**src/logic/tscPkg.sv**
```systemverilog
`default_nettype none

package tscPkg;

	localparam int WordWidth   = 16; // datapath and instruction width
	localparam int ImmWidth    = 8; // immediate field of I-type words
	localparam int TargetWidth = 12; // jump target field of J-type words
	localparam int RegCount    = 4; // general registers in the file

	typedef logic [WordWidth-1:0]         word_t; // one data word or one instruction
	typedef logic [$clog2(RegCount)-1:0]  regIdx_t; // register number
	typedef logic [3:0]                   opcode_t; // bits 15 to 12 of the instruction
	typedef logic [5:0]                   instFunc_t; // bits 5 to 0 of an R-type word
	typedef logic [2:0]                   aluOp_t; // operation the ALU performs
	typedef logic [1:0]                   srcB_t; // where ALU operand B comes from
	typedef logic [1:0]                   branchKind_t; // which flag test decides a branch
	typedef logic [1:0]                   pcSel_t; // source of the next PC on a jump
	typedef logic [1:0]                   wbDest_t; // which field names the written register

	localparam opcode_t OpBne   = 4'd0;
	localparam opcode_t OpBeq   = 4'd1;
	localparam opcode_t OpBgz   = 4'd2;
	localparam opcode_t OpBlz   = 4'd3;
	localparam opcode_t OpAdi   = 4'd4;
	localparam opcode_t OpOri   = 4'd5;
	localparam opcode_t OpLhi   = 4'd6;
	localparam opcode_t OpLwd   = 4'd7;
	localparam opcode_t OpSwd   = 4'd8;
	localparam opcode_t OpJmp   = 4'd9;
	localparam opcode_t OpJal   = 4'd10;
	localparam opcode_t OpRtype = 4'd15; // function field selects the operation

	localparam instFunc_t FnAdd = 6'd0;
	localparam instFunc_t FnSub = 6'd1;
	localparam instFunc_t FnAnd = 6'd2;
	localparam instFunc_t FnOrr = 6'd3;
	localparam instFunc_t FnNot = 6'd4;
	localparam instFunc_t FnTcp = 6'd5;
	localparam instFunc_t FnShl = 6'd6;
	localparam instFunc_t FnShr = 6'd7;
	localparam instFunc_t FnJpr = 6'd25;
	localparam instFunc_t FnJrl = 6'd26;
	localparam instFunc_t FnWwd = 6'd28;
	localparam instFunc_t FnHlt = 6'd29;

	localparam aluOp_t AluAdd = 3'd0;
	localparam aluOp_t AluSub = 3'd1;
	localparam aluOp_t AluAnd = 3'd2;
	localparam aluOp_t AluOrr = 3'd3;
	localparam aluOp_t AluNot = 3'd4; // bitwise inverse of a
	localparam aluOp_t AluTcp = 3'd5; // two's complement of a
	localparam aluOp_t AluShl = 3'd6; // a shifted left by one
	localparam aluOp_t AluShr = 3'd7; // a shifted right by one keeping the sign

	localparam srcB_t SrcReg     = 2'd0; // register read through rt
	localparam srcB_t SrcSignImm = 2'd1;
	localparam srcB_t SrcZeroImm = 2'd2;
	localparam srcB_t SrcZero    = 2'd3; // used by BGZ and BLZ so the ALU passes rs

	localparam branchKind_t BrNe = 2'd0;
	localparam branchKind_t BrEq = 2'd1;
	localparam branchKind_t BrGz = 2'd2;
	localparam branchKind_t BrLz = 2'd3;

	localparam pcSel_t PcBranch     = 2'd0; // PC+1 or the branch target
	localparam pcSel_t PcJumpTarget = 2'd1; // upper PC bits joined with the target field
	localparam pcSel_t PcRegister   = 2'd2; // address held in rs

	localparam wbDest_t DestRt   = 2'd0;
	localparam wbDest_t DestRd   = 2'd1;
	localparam wbDest_t DestLink = 2'd2; // return address goes to the link register

	localparam regIdx_t LinkReg = 2'd2;

	typedef struct packed {
		logic        regWrite; // write the selected register at the edge
		aluOp_t      aluOp;
		srcB_t       srcB;
		branchKind_t branchKind;
		logic        isLhi; // write back the immediate in the upper byte
		logic        memRead;
		logic        memWrite;
		logic        memToReg; // write back the data memory word
		logic        isJump;
		logic        isHlt;
		logic        isWwd; // put rs on the output port
		pcSel_t      pcSel;
		logic        isBranch;
		wbDest_t     wbDest;
		logic        isLink; // write back PC+1
	} ctrl_t;

endpackage

`default_nettype wire

```
**src/logic/controlUnit.sv**
```systemverilog
`default_nettype none

module controlUnit (
	input  logic                Clk,
	input  logic                reset_n,
	input  tscPkg::opcode_t     opCode,
	input  tscPkg::instFunc_t   instFunc,
	input  logic                halted,
	output tscPkg::ctrl_t       ctrl
);

	tscPkg::ctrl_t decoded; // raw decode before the strobes are masked
	logic          outOfReset; // high from the first edge after reset is released

	always_ff @(posedge Clk) begin
		if (!reset_n) begin
			outOfReset <= 1'b0;
		end else begin
			outOfReset <= 1'b1;
		end
	end

	always_comb begin
		decoded.regWrite   = 1'b0; // every field starts from a NOP
		decoded.aluOp      = tscPkg::AluAdd;
		decoded.srcB       = tscPkg::SrcReg;
		decoded.branchKind = tscPkg::BrNe;
		decoded.isLhi      = 1'b0;
		decoded.memRead    = 1'b0;
		decoded.memWrite   = 1'b0;
		decoded.memToReg   = 1'b0;
		decoded.isJump     = 1'b0;
		decoded.isHlt      = 1'b0;
		decoded.isWwd      = 1'b0;
		decoded.pcSel      = tscPkg::PcBranch;
		decoded.isBranch   = 1'b0;
		decoded.wbDest     = tscPkg::DestRt;
		decoded.isLink     = 1'b0;
		case (opCode)
			tscPkg::OpRtype: begin
				decoded.regWrite = 1'b1; // ALU operations write rd
				decoded.wbDest   = tscPkg::DestRd;
				case (instFunc)
					tscPkg::FnAdd: decoded.aluOp = tscPkg::AluAdd;
					tscPkg::FnSub: decoded.aluOp = tscPkg::AluSub;
					tscPkg::FnAnd: decoded.aluOp = tscPkg::AluAnd;
					tscPkg::FnOrr: decoded.aluOp = tscPkg::AluOrr;
					tscPkg::FnNot: decoded.aluOp = tscPkg::AluNot;
					tscPkg::FnTcp: decoded.aluOp = tscPkg::AluTcp;
					tscPkg::FnShl: decoded.aluOp = tscPkg::AluShl;
					tscPkg::FnShr: decoded.aluOp = tscPkg::AluShr;
					tscPkg::FnJpr: begin
						decoded.regWrite = 1'b0;
						decoded.isJump   = 1'b1;
						decoded.pcSel    = tscPkg::PcRegister;
					end
					tscPkg::FnJrl: begin
						decoded.isJump = 1'b1; // jump to rs and keep the return address
						decoded.pcSel  = tscPkg::PcRegister;
						decoded.wbDest = tscPkg::DestLink;
						decoded.isLink = 1'b1;
					end
					tscPkg::FnWwd: begin
						decoded.regWrite = 1'b0;
						decoded.isWwd    = 1'b1;
					end
					tscPkg::FnHlt: begin
						decoded.regWrite = 1'b0;
						decoded.isHlt    = 1'b1;
					end
					default: decoded.regWrite = 1'b0; // unknown function acts as a NOP
				endcase
			end
			tscPkg::OpAdi: begin
				decoded.regWrite = 1'b1;
				decoded.srcB     = tscPkg::SrcSignImm;
			end
			tscPkg::OpOri: begin
				decoded.regWrite = 1'b1;
				decoded.aluOp    = tscPkg::AluOrr;
				decoded.srcB     = tscPkg::SrcZeroImm;
			end
			tscPkg::OpLhi: begin
				decoded.regWrite = 1'b1; // value comes from the immediate path
				decoded.srcB     = tscPkg::SrcZeroImm;
				decoded.isLhi    = 1'b1;
			end
			tscPkg::OpLwd: begin
				decoded.regWrite = 1'b1; // ALU forms rs plus offset
				decoded.srcB     = tscPkg::SrcSignImm;
				decoded.memRead  = 1'b1;
				decoded.memToReg = 1'b1;
			end
			tscPkg::OpSwd: begin
				decoded.srcB     = tscPkg::SrcSignImm;
				decoded.memWrite = 1'b1;
			end
			tscPkg::OpBne, tscPkg::OpBeq, tscPkg::OpBgz, tscPkg::OpBlz: begin
				decoded.aluOp      = tscPkg::AluSub; // flags of the difference decide
				decoded.isBranch   = 1'b1;
				decoded.branchKind = tscPkg::branchKind_t'(opCode[1:0]);
				decoded.srcB       = opCode[1] ? tscPkg::SrcZero : tscPkg::SrcReg;
			end
			tscPkg::OpJmp: begin
				decoded.isJump = 1'b1;
				decoded.pcSel  = tscPkg::PcJumpTarget;
			end
			tscPkg::OpJal: begin
				decoded.regWrite = 1'b1;
				decoded.isJump   = 1'b1;
				decoded.pcSel    = tscPkg::PcJumpTarget;
				decoded.wbDest   = tscPkg::DestLink;
				decoded.isLink   = 1'b1;
			end
			default: ; // unused opcodes keep the NOP defaults
		endcase
	end

	always_comb begin
		ctrl = decoded;
		if (!reset_n || halted) begin // no state changes in reset or after HLT
			ctrl.regWrite = 1'b0;
			ctrl.memWrite = 1'b0;
			ctrl.memRead  = 1'b0;
			ctrl.isWwd    = 1'b0;
		end
	end

	// a single instruction never reads and writes data memory together
	assert property (@(posedge Clk) disable iff (!outOfReset) !(ctrl.memRead && ctrl.memWrite));

endmodule

`default_nettype wire

```
**src/logic/aluUnit.sv**
```systemverilog
`default_nettype none

module aluUnit (
	input  tscPkg::word_t       a,
	input  tscPkg::word_t       b,
	input  tscPkg::aluOp_t      aluOp,
	input  tscPkg::branchKind_t branchKind,
	output tscPkg::word_t       result,
	output logic                branchTaken
);

	logic zero; // result is all zeros
	logic sign; // result is negative as a signed word

	always_comb begin
		case (aluOp)
			tscPkg::AluAdd: result = a + b;
			tscPkg::AluSub: result = a - b; // also the compare for every branch
			tscPkg::AluAnd: result = a & b;
			tscPkg::AluOrr: result = a | b;
			tscPkg::AluNot: result = ~a;
			tscPkg::AluTcp: result = ~a + tscPkg::word_t'(1);
			tscPkg::AluShl: result = {a[tscPkg::WordWidth-2:0], 1'b0};
			tscPkg::AluShr: result = {a[tscPkg::WordWidth-1], a[tscPkg::WordWidth-1:1]};
			default:        result = a + b;
		endcase
	end

	assign zero = (result == '0);
	assign sign = result[tscPkg::WordWidth-1];

	// BNE and BEQ see rs minus rt, BGZ and BLZ see rs minus zero
	always_comb begin
		case (branchKind)
			tscPkg::BrNe: branchTaken = !zero;
			tscPkg::BrEq: branchTaken = zero;
			tscPkg::BrGz: branchTaken = !zero && !sign; // strictly above zero
			tscPkg::BrLz: branchTaken = sign;
			default:      branchTaken = 1'b0;
		endcase
	end

endmodule

`default_nettype wire

```
**src/logic/registerFile.sv**
```systemverilog
`default_nettype none

module registerFile (
	input  logic            Clk,
	input  logic            reset_n,
	input  tscPkg::regIdx_t readA,
	input  tscPkg::regIdx_t readB,
	input  tscPkg::regIdx_t writeIdx,
	input  logic            writeEnable,
	input  tscPkg::word_t   writeData,
	output tscPkg::word_t   dataA,
	output tscPkg::word_t   dataB
);

	tscPkg::word_t regs [tscPkg::RegCount]; // the four general registers

	always_ff @(posedge Clk) begin
		if (!reset_n) begin
			for (int i = 0; i < tscPkg::RegCount; i++) begin
				regs[i] <= '0; // programs start from zeroed registers
			end
		end else if (writeEnable) begin
			regs[writeIdx] <= writeData;
		end
	end

	// reads see the old value when the same register is written this cycle
	assign dataA = regs[readA];
	assign dataB = regs[readB];

endmodule

`default_nettype wire

```
**src/logic/pcUnit.sv**
```systemverilog
`default_nettype none

module pcUnit (
	input  logic                           Clk,
	input  logic                           reset_n,
	input  tscPkg::ctrl_t                  ctrl,
	input  logic                           branchTaken,
	input  tscPkg::word_t                  offset,
	input  logic [tscPkg::TargetWidth-1:0] jumpTarget,
	input  tscPkg::word_t                  regTarget,
	output tscPkg::word_t                  pc,
	output tscPkg::word_t                  pcNext1,
	output logic                           halted
);

	tscPkg::word_t nextPc; // address fetched after this instruction

	assign pcNext1 = pc + tscPkg::word_t'(1);

	always_comb begin
		nextPc = pcNext1;
		if (ctrl.isJump) begin
			case (ctrl.pcSel)
				tscPkg::PcJumpTarget: nextPc = {pc[tscPkg::WordWidth-1:tscPkg::TargetWidth], jumpTarget};
				tscPkg::PcRegister:   nextPc = regTarget; // JPR and JRL
				default:              nextPc = pcNext1;
			endcase
		end else if (ctrl.isBranch && branchTaken && ctrl.pcSel == tscPkg::PcBranch) begin
			nextPc = pcNext1 + offset; // offset counts from the following word
		end
	end

	always_ff @(posedge Clk) begin
		if (!reset_n) begin
			pc     <= '0;
			halted <= 1'b0;
		end else begin
			if (ctrl.isHlt) begin
				halted <= 1'b1; // stays set until the next reset
			end
			if (!halted && !ctrl.isHlt) begin
				pc <= nextPc; // PC stays on the HLT word
			end
		end
	end

	// once halted the fetch address is frozen
	assert property (@(posedge Clk) disable iff (!reset_n) halted |=> $stable(pc));

endmodule

`default_nettype wire

```
**src/logic/tscCpu.sv**
```systemverilog
`default_nettype none

module tscCpu (
	input  logic          Clk,
	input  logic          reset_n,
	output tscPkg::word_t instAddr,
	input  tscPkg::word_t instData,
	output tscPkg::word_t dataAddr,
	input  tscPkg::word_t dataRead,
	output logic          dataWrite,
	output tscPkg::word_t writeData,
	output tscPkg::word_t outputPort,
	output logic          wwdValid,
	output logic          halted
);

	tscPkg::opcode_t                opCode;
	tscPkg::instFunc_t              instFunc;
	tscPkg::regIdx_t                rs;
	tscPkg::regIdx_t                rt;
	tscPkg::regIdx_t                rd;
	logic [tscPkg::ImmWidth-1:0]    imm;
	logic [tscPkg::TargetWidth-1:0] jumpTarget;
	tscPkg::word_t                  signImm;
	tscPkg::word_t                  zeroImm;
	tscPkg::word_t                  lhiValue; // immediate moved to the upper byte
	tscPkg::word_t                  regA; // rs contents
	tscPkg::word_t                  regB; // rt contents
	tscPkg::word_t                  operandB;
	tscPkg::word_t                  aluResult;
	tscPkg::word_t                  pcNext1;
	tscPkg::word_t                  wbData;
	tscPkg::regIdx_t                writeIdx;
	tscPkg::ctrl_t                  ctrl;
	logic                           branchTaken;

	assign opCode     = instData[15:12];
	assign rs         = instData[11:10];
	assign rt         = instData[9:8];
	assign rd         = instData[7:6];
	assign instFunc   = instData[5:0];
	assign imm        = instData[7:0]; // overlaps rd and the function field
	assign jumpTarget = instData[11:0];

	assign signImm  = {{(tscPkg::WordWidth-tscPkg::ImmWidth){imm[tscPkg::ImmWidth-1]}}, imm};
	assign zeroImm  = {{(tscPkg::WordWidth-tscPkg::ImmWidth){1'b0}}, imm};
	assign lhiValue = {imm, {(tscPkg::WordWidth-tscPkg::ImmWidth){1'b0}}};

	always_comb begin
		case (ctrl.srcB)
			tscPkg::SrcReg:     operandB = regB;
			tscPkg::SrcSignImm: operandB = signImm;
			tscPkg::SrcZeroImm: operandB = zeroImm;
			default:            operandB = '0; // BGZ and BLZ test rs alone
		endcase
	end

	always_comb begin
		case (ctrl.wbDest)
			tscPkg::DestRd:   writeIdx = rd;
			tscPkg::DestLink: writeIdx = tscPkg::LinkReg;
			default:          writeIdx = rt;
		endcase
	end

	// link beats load beats LHI beats the ALU result
	assign wbData = ctrl.isLink   ? pcNext1  :
	                ctrl.memToReg ? dataRead :
	                ctrl.isLhi    ? lhiValue : aluResult;

	assign dataAddr   = aluResult; // rs plus the sign-extended offset for LWD and SWD
	assign dataWrite  = ctrl.memWrite;
	assign writeData  = regB;
	assign outputPort = regA;
	assign wwdValid   = ctrl.isWwd;

	controlUnit u_control (.Clk(Clk), .reset_n(reset_n), .opCode(opCode), .instFunc(instFunc),
		.halted(halted), .ctrl(ctrl));

	registerFile u_regFile (.Clk(Clk), .reset_n(reset_n), .readA(rs), .readB(rt),
		.writeIdx(writeIdx), .writeEnable(ctrl.regWrite), .writeData(wbData),
		.dataA(regA), .dataB(regB));

	aluUnit u_alu (.a(regA), .b(operandB), .aluOp(ctrl.aluOp), .branchKind(ctrl.branchKind),
		.result(aluResult), .branchTaken(branchTaken));

	pcUnit u_pc (.Clk(Clk), .reset_n(reset_n), .ctrl(ctrl), .branchTaken(branchTaken),
		.offset(signImm), .jumpTarget(jumpTarget), .regTarget(regA), .pc(instAddr),
		.pcNext1(pcNext1), .halted(halted));

endmodule

`default_nettype wire

```
**config.mk**
```make
export PLATFORM = sky130hd
export DESIGN_NAME = tscCpu
export DESIGN_NICKNAME = d
export VERILOG_FILES = /design/src/logic/tscPkg.sv /design/src/logic/controlUnit.sv /design/src/logic/aluUnit.sv /design/src/logic/registerFile.sv /design/src/logic/pcUnit.sv /design/src/logic/tscCpu.sv
export SDC_FILE = /design/constraint.sdc
export NUM_CORES = 1
export LEC_CHECK = 0
export BUFFER_PORTS_ARGS = -buffer_cell sky130_fd_sc_hd__buf_2
export CORE_MARGIN = 3
export CORE_UTILIZATION = 50
export DETAILED_ROUTE_END_ITERATION = 10
export GPL_TIMING_DRIVEN = 0
export PLACE_DENSITY = 0.81
export SLEW_MARGIN = 15
export SYNTH_ARGS = -nofsm -noshare
export SYNTH_HDL_FRONTEND = slang
export SYNTH_SLANG_ARGS = --single-unit
```
**constraint.sdc**
```tcl
create_clock -name Clk -period 6.4 [get_ports Clk]
set_input_delay 0.64 -clock Clk [delete_from_list [all_inputs] [get_ports Clk]]
set_output_delay 0.64 -clock Clk [all_outputs]
set_load 0.005 [all_outputs]
```
==> impl_metrics.ini <==
[setup_path]
setup.worst_path.start = instData[13]
worstPathRequired_ns = 6.57
max_stage_delay_ns = 0.52
reg2reg_slack_ns = 0.34
crit_end = u_pc.pc[9]
worst-path-stages = 29
crit_type = in -> reg
reg2regPathDepth = 26
r2r_end = u_pc.pc[9]
critical-path-top-delay-family = simple AND/OR/NAND/NOR gates
crit_path_end_kind = flop
cp_slowest_cell = or4b_4
cp.arrival_ns = 6.54
crit_fanout = 8
path_buf_inv = 7
critPathLaunchType = primary input
r2r-start = u_regFile.regs[2][1]
cp_common_cell = buf_8

[synth]
synth_top_cell_area_share_pct = 23.1
syn-cell-area_sq_um = 8310
synth-edff-count = 64
synth_warnings = 0
yosys.area.top_type = edfxtp_1
yosys_register_bits = 81
synth_area_per_cell_sq_um = 8.64
synth.yosys.seq_area_share_pct = 27.2
synth.distinct_cells = 80
synth_async_sr_flop_share_pct = 0
synth_ff_type = edfxtp_1
synth_nets = 1035
synthTopCellsByArea = edfxtp_1 (23%), mux4_2 (8.9%), ha_1 (5.7%)
synthesis.instances = 961

[clock_network]
numCtsBuffers = 9
cts_tree = done
root_buffer = clkbuf_16
clk_path_buf_depth = 2
clk_pin_slew_ns = 0.06
clock-sinks = 81
htree_num_levels = 3
insertion_delay_ns = 0.34

[timing]
fin_crit_sh_pct = 99.5
max_freq_ghz = 0.157
slew_headroom_pct = 31.7
timing.final.crit_period_ns = 6.37
finalSetupViolCount = 0
worst_pin_slew_ns = 1.03
holdWs_ns = 0.602
rsz0062_at_grt = yes
finalWorstSetupSlack_ns = 0.0326
slew_viol_final = 0
final-hold-violation-count = 0
clock_skew_ns = 0.00737

[grt]
grtUsageTotal_pct = 33.0
overflow = 0
antenna_found_initial = 0
grt_pass1_vias = 8082
grt_max_degree = 17
grt_pass1_wl_mm = 46.2

[floorplanning]
fp-row-count = 46
initial_utilization_pct = 51.7
core-area_sq_um = 16100
die_w_um = 135
top_level_ports = 101
fp.dieH_um = 135
die_area_sq_um = 18200

[layout]
drive_above_1_share_pct = 21.1
fin_nets = 1164
final_area_sq_um = 9740
final_util_pct = 60.6
fillerInstances = 1402
syn_to_final_growth_pct = 17.2

[routing]
totalWireLength_mm = 31.1
drt_iter0_drc = 1377
dr.pass1.iters = 8
drt-wirelength-per-cell_um = 23.7
ant_nets = 0
viasPerCell = 6.70
via_count = 8794
drc = 0

[power]
peakVddDrop_mv = 0.190
leakagePower_nw = 3.90
power_density_nw_per_um2 = 236

[run]
drv_cap = 0

[worst_hold_path]
hold_start = u_pc.pc[10]
hold_class = reg -> reg

[place]
placed_cell_area_sq_um = 9080
portBuffers = 96
dp_hpwl_mm = 23.0
dp_slack_ns = -0.621
place.gp.congestion = 1.05

[outcome]
outcome = completed
-- worst min-delay path by stage --
stage,to,slack [ns],cells after the start
final,u_pc.pc[10],0.60,2
after global routing,u_pc.pc[10],0.65,2
after floorplan,u_pc.pc[14],0.56,2
after global placement,u_pc.pc[10],0.58,2
after CTS,u_pc.pc[10],0.59,2
after detailed placement,u_pc.pc[10],0.58,2
-- placed cells by master (no fill, tap or decap), types with 6 or more instances in the layout --
| cell | instances |
|---|---|
| nor3_1 | 17 |
| nand3_1 | 43 |
| mux2i_1 | 23 |
| o21ai_0 | 47 |
| clkbuf_1 | 37 |
| nand2_1 | 97 |
| nor2_1 | 105 |
| buf_6 | 8 |
| a21oi_1 | 53 |
| ha_1 | 38 |
| clkbuf_16 | 10 |
| dfxtp_1 | 17 |
| a211oi_1 | 8 |
| nand2b_1 | 9 |
| and2_1 | 6 |
| inv_1 | 43 |
| a21o_1 | 10 |
| xnor2_1 | 43 |
| nor2b_1 | 12 |
| o21a_1 | 6 |
| buf_2 | 101 |
| buf_4 | 22 |
| o211ai_1 | 25 |
| edfxtp_1 | 64 |
| a31oi_1 | 13 |
| xor2_1 | 17 |
| or3_1 | 8 |
| o21bai_1 | 6 |
| o21ai_1 | 7 |
| a22oi_1 | 13 |
| mux4_2 | 33 |
| a221oi_1 | 9 |
-- Yosys cell counts (5+ instances only) --
cell and instances:
a211o_1 5, a211oi_1 9, a21o_1 10, a21oi_1 53, a221oi_1 9, a22o_1 8, a22oi_1 14, a31oi_1 13
a32oi_1 5, and2_1 7, and3_1 5, buf_2 12, buf_6 6, clkbuf_1 40, dfxtp_1 17, edfxtp_1 64
ha_1 38, inv_1 43, mux2i_1 24, mux4_2 33, nand2_1 98, nand2b_1 9, nand3_1 43, nor2_1 108
nor2b_1 12, nor3_1 20, nor3b_1 5, o211ai_1 25, o21a_1 6, o21ai_0 51, o21bai_1 6, o221ai_1 7
o31ai_1 6, or3_1 8, xnor2_1 43, xor2_1 17
-- area by class of cell --
cell class / count / area, sq um / share of cell area, %
Timing Repair Buffer: 120 / 718 / 7.38
Inverter: 43 / 161 / 1.66
Clock inverter: 5 / 62.6 / 0.643
Sequential cell: 81 / 2260 / 23.2
Tap cell: 216 / 270 / 2.78
Antenna cell: 1 / 2.50 / 0.0257
Clock buffer: 11 / 233 / 2.39
Multi-Input combinational cell: 774 / 5700 / 58.6
Buffer: 61 / 324 / 3.33
-- tightest hold or removal path, stage by stage (launching register included) --
cell and delay, ns:
dfxtp_1 0.34, o21ai_0 0.17, a31oi_1 0.05
-- flip-flops by register name, summed over array words and instances (netlist names) --
signal / cells
u_pc.halted: 1
u_pc.pc: 16
u_regFile.regs: 64
-- power by group --
part           internal [mW]  switching [mW]
combinational          0.458           0.686
sequential             0.606          0.0320
clock                  0.305           0.213
total                   1.37           0.931
-- timing repair --
item / in CTS / in global routing
hold buffers: 0 / 0
setup buffers: 2 / 20
cloned: 0 / 1
gates resized for setup: 5 / 49
pin swaps: 4 / 31
setup endpoints to repair: 16 / 16
-- cells by family (layout without fill, tap and decap cells) --
family | after synthesis | after routing | share of synthesized area [%]
buf+inv | 106 | 240 | 5.56
simple gates | 351 | 351 | 20.6
fa+ha+maj | 40 | 40 | 6.21
flops | 81 | 81 | 27.2
compound gates | 264 | 264 | 21.8
other cells | 0 | 1 | 0
mux | 58 | 58 | 12.0
xor+xnor | 61 | 61 | 6.60
-- metal layers --
metal | vias to the layer above | share of wire [%] | track usage, %
met4 | 0 | 5.2 | 15.6
met2 | 698 | 46 | 52.6
li1 | 3871 | - | -
met3 | 127 | 14 | 7.60
met1 | 4098 | 36 | 42.6
met5 | - | 0 | 0
-- per-stage QoR --
step / TNS (ns) / total power [mW] / instances
global placement: -8.09 / 1.65 / 1273
floorplan: 0 / 1.31 / 961
detailed placement: -8.18 / 1.67 / 1274
CTS: 0 / 2.20 / 1291
global route: -1.77 / 2.39 / 1311
finish: 0 / 2.30 / 1312
(Power assumes the default switching activity.)
